**src/source/rv_mem_pkg.sv**
```systemverilog
// ~~~~~~~~~~~~~~~~~~~~~~~~~~~~~~~~~~~~~~~~~~~~~~~~~~~~~~~~~~~~~~~~~~~~~~~~~
// rv64 memory stage shared widths, access types and funct3 encodings.
// ~~~~~~~~~~~~~~~~~~~~~~~~~~~~~~~~~~~~~~~~~~~~~~~~~~~~~~~~~~~~~~~~~~~~~~~~~
package rv_mem_pkg;

  // datapath widths.
  localparam int XLEN   = 64;
  localparam int ILEN   = 32;
  localparam int RIDX_W = 5;

  typedef logic [RIDX_W-1:0] ridx_t;
  typedef logic [2:0]        funct3_t;

  // ~~~~~~~~~~~~~~~~~~~~~~~~~~~~~~~~~~~~~~~~~~~~~~~~~~~~~~~~~~~~~~~~~~~~~~~~~
  // load encodings.
  // ~~~~~~~~~~~~~~~~~~~~~~~~~~~~~~~~~~~~~~~~~~~~~~~~~~~~~~~~~~~~~~~~~~~~~~~~~
  localparam funct3_t F3_LB  = 3'd0;
  localparam funct3_t F3_LH  = 3'd1;
  localparam funct3_t F3_LW  = 3'd2;
  localparam funct3_t F3_LD  = 3'd3;
  localparam funct3_t F3_LBU = 3'd4;
  localparam funct3_t F3_LHU = 3'd5;
  localparam funct3_t F3_LWU = 3'd6;

  // ~~~~~~~~~~~~~~~~~~~~~~~~~~~~~~~~~~~~~~~~~~~~~~~~~~~~~~~~~~~~~~~~~~~~~~~~~
  // store encodings.
  // ~~~~~~~~~~~~~~~~~~~~~~~~~~~~~~~~~~~~~~~~~~~~~~~~~~~~~~~~~~~~~~~~~~~~~~~~~
  localparam funct3_t F3_SB = 3'd0;
  localparam funct3_t F3_SH = 3'd1;
  localparam funct3_t F3_SW = 3'd2;
  localparam funct3_t F3_SD = 3'd3;

endpackage
```
**src/source/mem_unit.sv**
```systemverilog
// ~~~~~~~~~~~~~~~~~~~~~~~~~~~~~~~~~~~~~~~~~~~~~~~~~~~~~~~~~~~~~~~~~~~~~~~~~
// load/store unit that merges store bytes into their lanes and extracts
// and extends load lanes.
// ~~~~~~~~~~~~~~~~~~~~~~~~~~~~~~~~~~~~~~~~~~~~~~~~~~~~~~~~~~~~~~~~~~~~~~~~~
module mem_unit
  import rv_mem_pkg::*;
#(
  parameter int ADDR_W = 8
) (
  input  logic [XLEN-1:0]   i_addr,
  input  logic              i_ren,
  input  logic              i_wen,
  input  funct3_t           i_funct3,
  input  logic [XLEN-1:0]   i_wdata,
  input  logic              i_commit,
  input  logic [XLEN-1:0]   i_ram_rdata,
  output logic [ADDR_W-1:0] o_ram_idx,
  output logic [7:0]        o_ram_be,
  output logic              o_ram_we,
  output logic [XLEN-1:0]   o_ram_wdata,
  output logic [XLEN-1:0]   o_rdata
);

  logic [2:0]      lane;
  logic [5:0]      bit_sh;
  logic [7:0]      size_mask;
  logic [XLEN-1:0] lane_data;
  logic [XLEN-1:0] load_ext;

  assign o_ram_idx = i_addr[ADDR_W+2:3];
  assign lane      = i_addr[2:0];
  assign bit_sh    = {lane, 3'b000};

  // ~~~~~~~~~~~~~~~~~~~~~~~~~~~~~~~~~~~~~~~~~~~~~~~~~~~~~~~~~~~~~~~~~~~~~~~~~
  // store path.
  // ~~~~~~~~~~~~~~~~~~~~~~~~~~~~~~~~~~~~~~~~~~~~~~~~~~~~~~~~~~~~~~~~~~~~~~~~~
  always_comb begin
    case (i_funct3)
      F3_SB:   size_mask = 8'h01;
      F3_SH:   size_mask = 8'h03;
      F3_SW:   size_mask = 8'h0f;
      F3_SD:   size_mask = 8'hff;
      default: size_mask = 8'h00;
    endcase
  end

  assign o_ram_be    = size_mask << lane;
  assign o_ram_wdata = i_wdata << bit_sh;
  // write only in the commit cycle, so a stalled store lands once.
  assign o_ram_we    = i_commit && i_wen;

  // ~~~~~~~~~~~~~~~~~~~~~~~~~~~~~~~~~~~~~~~~~~~~~~~~~~~~~~~~~~~~~~~~~~~~~~~~~
  // load path.
  // ~~~~~~~~~~~~~~~~~~~~~~~~~~~~~~~~~~~~~~~~~~~~~~~~~~~~~~~~~~~~~~~~~~~~~~~~~
  assign lane_data = i_ram_rdata >> bit_sh;

  always_comb begin
    case (i_funct3)
      F3_LB: begin
        load_ext = {{(XLEN-8){lane_data[7]}}, lane_data[7:0]};
      end
      F3_LH: begin
        load_ext = {{(XLEN-16){lane_data[15]}}, lane_data[15:0]};
      end
      F3_LW: begin
        load_ext = {{(XLEN-32){lane_data[31]}}, lane_data[31:0]};
      end
      F3_LD: begin
        load_ext = lane_data;
      end
      F3_LBU: begin
        load_ext = {{(XLEN-8){1'b0}}, lane_data[7:0]};
      end
      F3_LHU: begin
        load_ext = {{(XLEN-16){1'b0}}, lane_data[15:0]};
      end
      F3_LWU: begin
        load_ext = {{(XLEN-32){1'b0}}, lane_data[31:0]};
      end
      default: begin
        load_ext = '0;
      end
    endcase
  end

  // non-load items return zero.
  assign o_rdata = i_ren ? load_ext : '0;

endmodule

```
**config.mk**
```make
export PLATFORM = sky130hd
export DESIGN_NAME = mem_unit
export DESIGN_NICKNAME = d
export VERILOG_FILES = /design/src/source/rv_mem_pkg.sv /design/src/source/mem_unit.sv
export SDC_FILE = /design/constraint.sdc
export NUM_CORES = 1
export LEC_CHECK = 0
export BUFFER_PORTS_ARGS = -buffer_cell sky130_fd_sc_hd__buf_2
export CAP_MARGIN = 20
export CELL_PAD_IN_SITES_DETAIL_PLACEMENT = 0
export CELL_PAD_IN_SITES_GLOBAL_PLACEMENT = 1
export CORE_MARGIN = 2
export CORE_UTILIZATION = 27
export DETAILED_ROUTE_END_ITERATION = 10
export PLACE_DENSITY_LB_ADDON = 0.1
export SLEW_MARGIN = 25
export SYNTH_ARGS = -nofsm -noshare
export SYNTH_HDL_FRONTEND = slang
export SYNTH_SLANG_ARGS = --single-unit
```
**constraint.sdc**
```tcl
create_clock -name vclk -period 2.1
set_input_delay 0.21 -clock vclk [all_inputs]
set_output_delay 0.21 -clock vclk [all_outputs]
set_load 0.02 [all_outputs]
```
==> results_dict.tcl <==
set metrics [dict create \
    avgSynthCellArea_sq_um 6.83 \
    crit_required_ps 1890 \
    violations "negative setup slack" \
    gr-usage-met2 0.417 \
    use_met1 0.288 \
    ys_types 42 \
    dpl_cell_area_sq_mm 0.00636 \
    final-seq-area_sq_um 0 \
    max_freq_mhz 456 \
    syn_nets 853 \
    grt.overflow.total 0 \
    layout_commonest_cell "buf_2" \
    via_per_inst 5.30 \
    antenna_found_initial 1 \
    crit_path_top_delay_cell "mux4_2" \
    ir_drop_uv 99.0 \
    detail_route.wirelength_um 22000 \
    grt_max_degree 87 \
    port_buffers 274 \
    crit_fanout 7 \
    endpoint_kind "output pin" \
    core_sq_mm 0.0164 \
    setup.worst_path.class "primary input to output pin" \
    final.min_clock_period_ps 2190 \
    ant_nets 0 \
    drv_slew 0 \
    cts_hold_buf 0 \
    rsz0062_at_grt "yes" \
    first_iter_violations 248 \
    critPathArrivalTime_ps 1980 \
    tightest_slew_ps 515 \
    ys.warnings.count 0 \
    hold_viol 0 \
    drt_drc_violations_left 0 \
    use_met3 0.0307 \
    clkPwrFrac 0 \
    hold_class "primary input to output pin" \
    die_h_um 133 \
    synthCells 655 \
    vias 6082 \
    crit_path_start_kind "primary input" \
    die_w_um 133 \
    power.share.switching 0.572 \
    fin_util 0.420 \
    synth_area_sq_mm 0.00447 \
    p_sw_w 0.00105 \
    holdWs_ps 420 \
    drt_pass1_iterations 4 \
    leakage_nw 3.28 \
    clkbuf_count 0 \
    gp_congestion 0.849 \
    syn_to_final_growth_pct 54.3 \
    relSlewSlack 0.657 \
    final_cell_mix "buf_2, mux2i_1, nand2_1, buf_4" \
    drive_gt1_frac 0.501 \
    layout.nets 1127 \
    p_seq_frac 0 \
    start_util 0.273 \
    status "finished with violations" \
    finalSetupViolCount 46 \
    final_area_sq_mm 0.00690 \
    max_stage_delay_ps 490 \
    io_pins 343 \
    busiest_layer "met2" \
    fin_ws_ps -92.2 \
    row_count 47 \
    grt_pass1_vias 5949 \
    maxCapViolCount 0 \
    fill_cells 1770 \
    combPwrFrac 1.000 \
    dp_hpwl_um 16400 \
    path_cells "buf_8, mux2_4, mux4_2, nor4b_4, nor3_4, buf_4, clkbuf_16, a21oi_2, buf_2" \
    grt_pass1_wl_um 32800 \
    p_per_area_mw_per_mm2 266 \
    wl_per_cell_um 19.2 \
    design.seq.count 0 \
    grt_usage 0.226 \
    seq_area_frac_synth 0 \
    internal_power_w 0.000784 \
    die_area_sq_mm 0.0176 \
    finalCritPeriodShare 1.04 \
]
==> what timing repair did <==
item	4_1_cts	5_1_grt
cloned	3	3
pin swaps	4	2
endpoints found under the setup margin	50	69
setup buffers	3	1
resized for setup	67	38
==> routing by layer <==
metal,vias up,routed length [um]
met5,-,0
met4,0,329
met3,22,1360
met2,256,10900
met1,2845,9410
li1,2959,-
==> power by group through the flow <==
| stage | clock [W] | sequential, W | combinational, W |
|---|---|---|---|
| floorplan | 0 | 0 | 0.00106 |
| global placement | 0 | 0 | 0.00166 |
| detailed placement | 0 | 0 | 0.00167 |
| CTS | 0 | 0 | 0.00178 |
| global route | 0 | 0 | 0.00196 |
| finish | 0.0000000000638 | 0 | 0.00183 |
==> path summary, 6_finish.rpt <==
path	startpoint	to	slack (ps)	cells past startpoint
max	i_addr[2]	o_rdata[57]	-90	9
min	i_addr[3]	o_ram_idx[0]	420	0
==> through the flow <==
step | TNS [ps] | setup WS, ps | std cells | total power [W]
final | -2960 | -92.2 | 1148 | 0.00183
after global routing | -4750 | -126 | 1147 | 0.00196
after CTS | -2480 | -78.3 | 1144 | 0.00178
after detailed placement | -6840 | -188 | 1138 | 0.00167
after global placement | -6050 | -185 | 1138 | 0.00166
after floorplan | -81.3 | -81.3 | 655 | 0.00106
==> layout make-up <==
class                           count  area (sq um)  area share
Inverter                            5          21.3     0.00308
Timing Repair Buffer              352          2350       0.341
Tap cell                          220           275      0.0399
Antenna cell                        1          2.50    0.000363
Multi-Input combinational cell    570          4250       0.616
==> Yosys cell counts, drive strengths merged <==
master   number  area [sq um]
a211oi       14           105
nand3         7          35.0
nand2b        8          50.1
a2bb2oi       2          17.5
a21o          1          7.51
nand4         2          12.5
inv           5          18.8
a22oi         9          67.6
and2         15          93.8
a21boi        2          15.0
a2111oi       3          32.5
nor2         65           246
o22ai        26           163
o21ai        25           125
o211ai       14           105
a21oi       106           643
buf          48           284
mux2i       102          1020
nor2b        10          62.6
o32ai         1          8.76
nand2        75           282
mux2         47           529
nor4          2          18.8
clkbuf       32           120
nor3          7          46.3
nor4b         1          23.8
o221ai        4          35.0
a211o         6          52.6
mux4          8           180
and4          1          8.76
o2bb2ai       7          61.3
==> worst max-delay path: cells and delay by family <==
| kind | cells | cell delay [ps] |
|---|---|---|
| multiplexers | 2 | 780 |
| buffers and inverters | 4 | 630 |
| AND/OR/NAND/NOR | 2 | 320 |
| AO/OA/AOI/OAI | 1 | 50 |
==> logic make-up after synthesis <==
group | synth area share
AO/OA/AOI/OAI | 0.322
multiplexers | 0.387
buffers and inverters | 0.0946
AND/OR/NAND/NOR | 0.197
No activity file was read; power rests on OpenSTA's default activity.
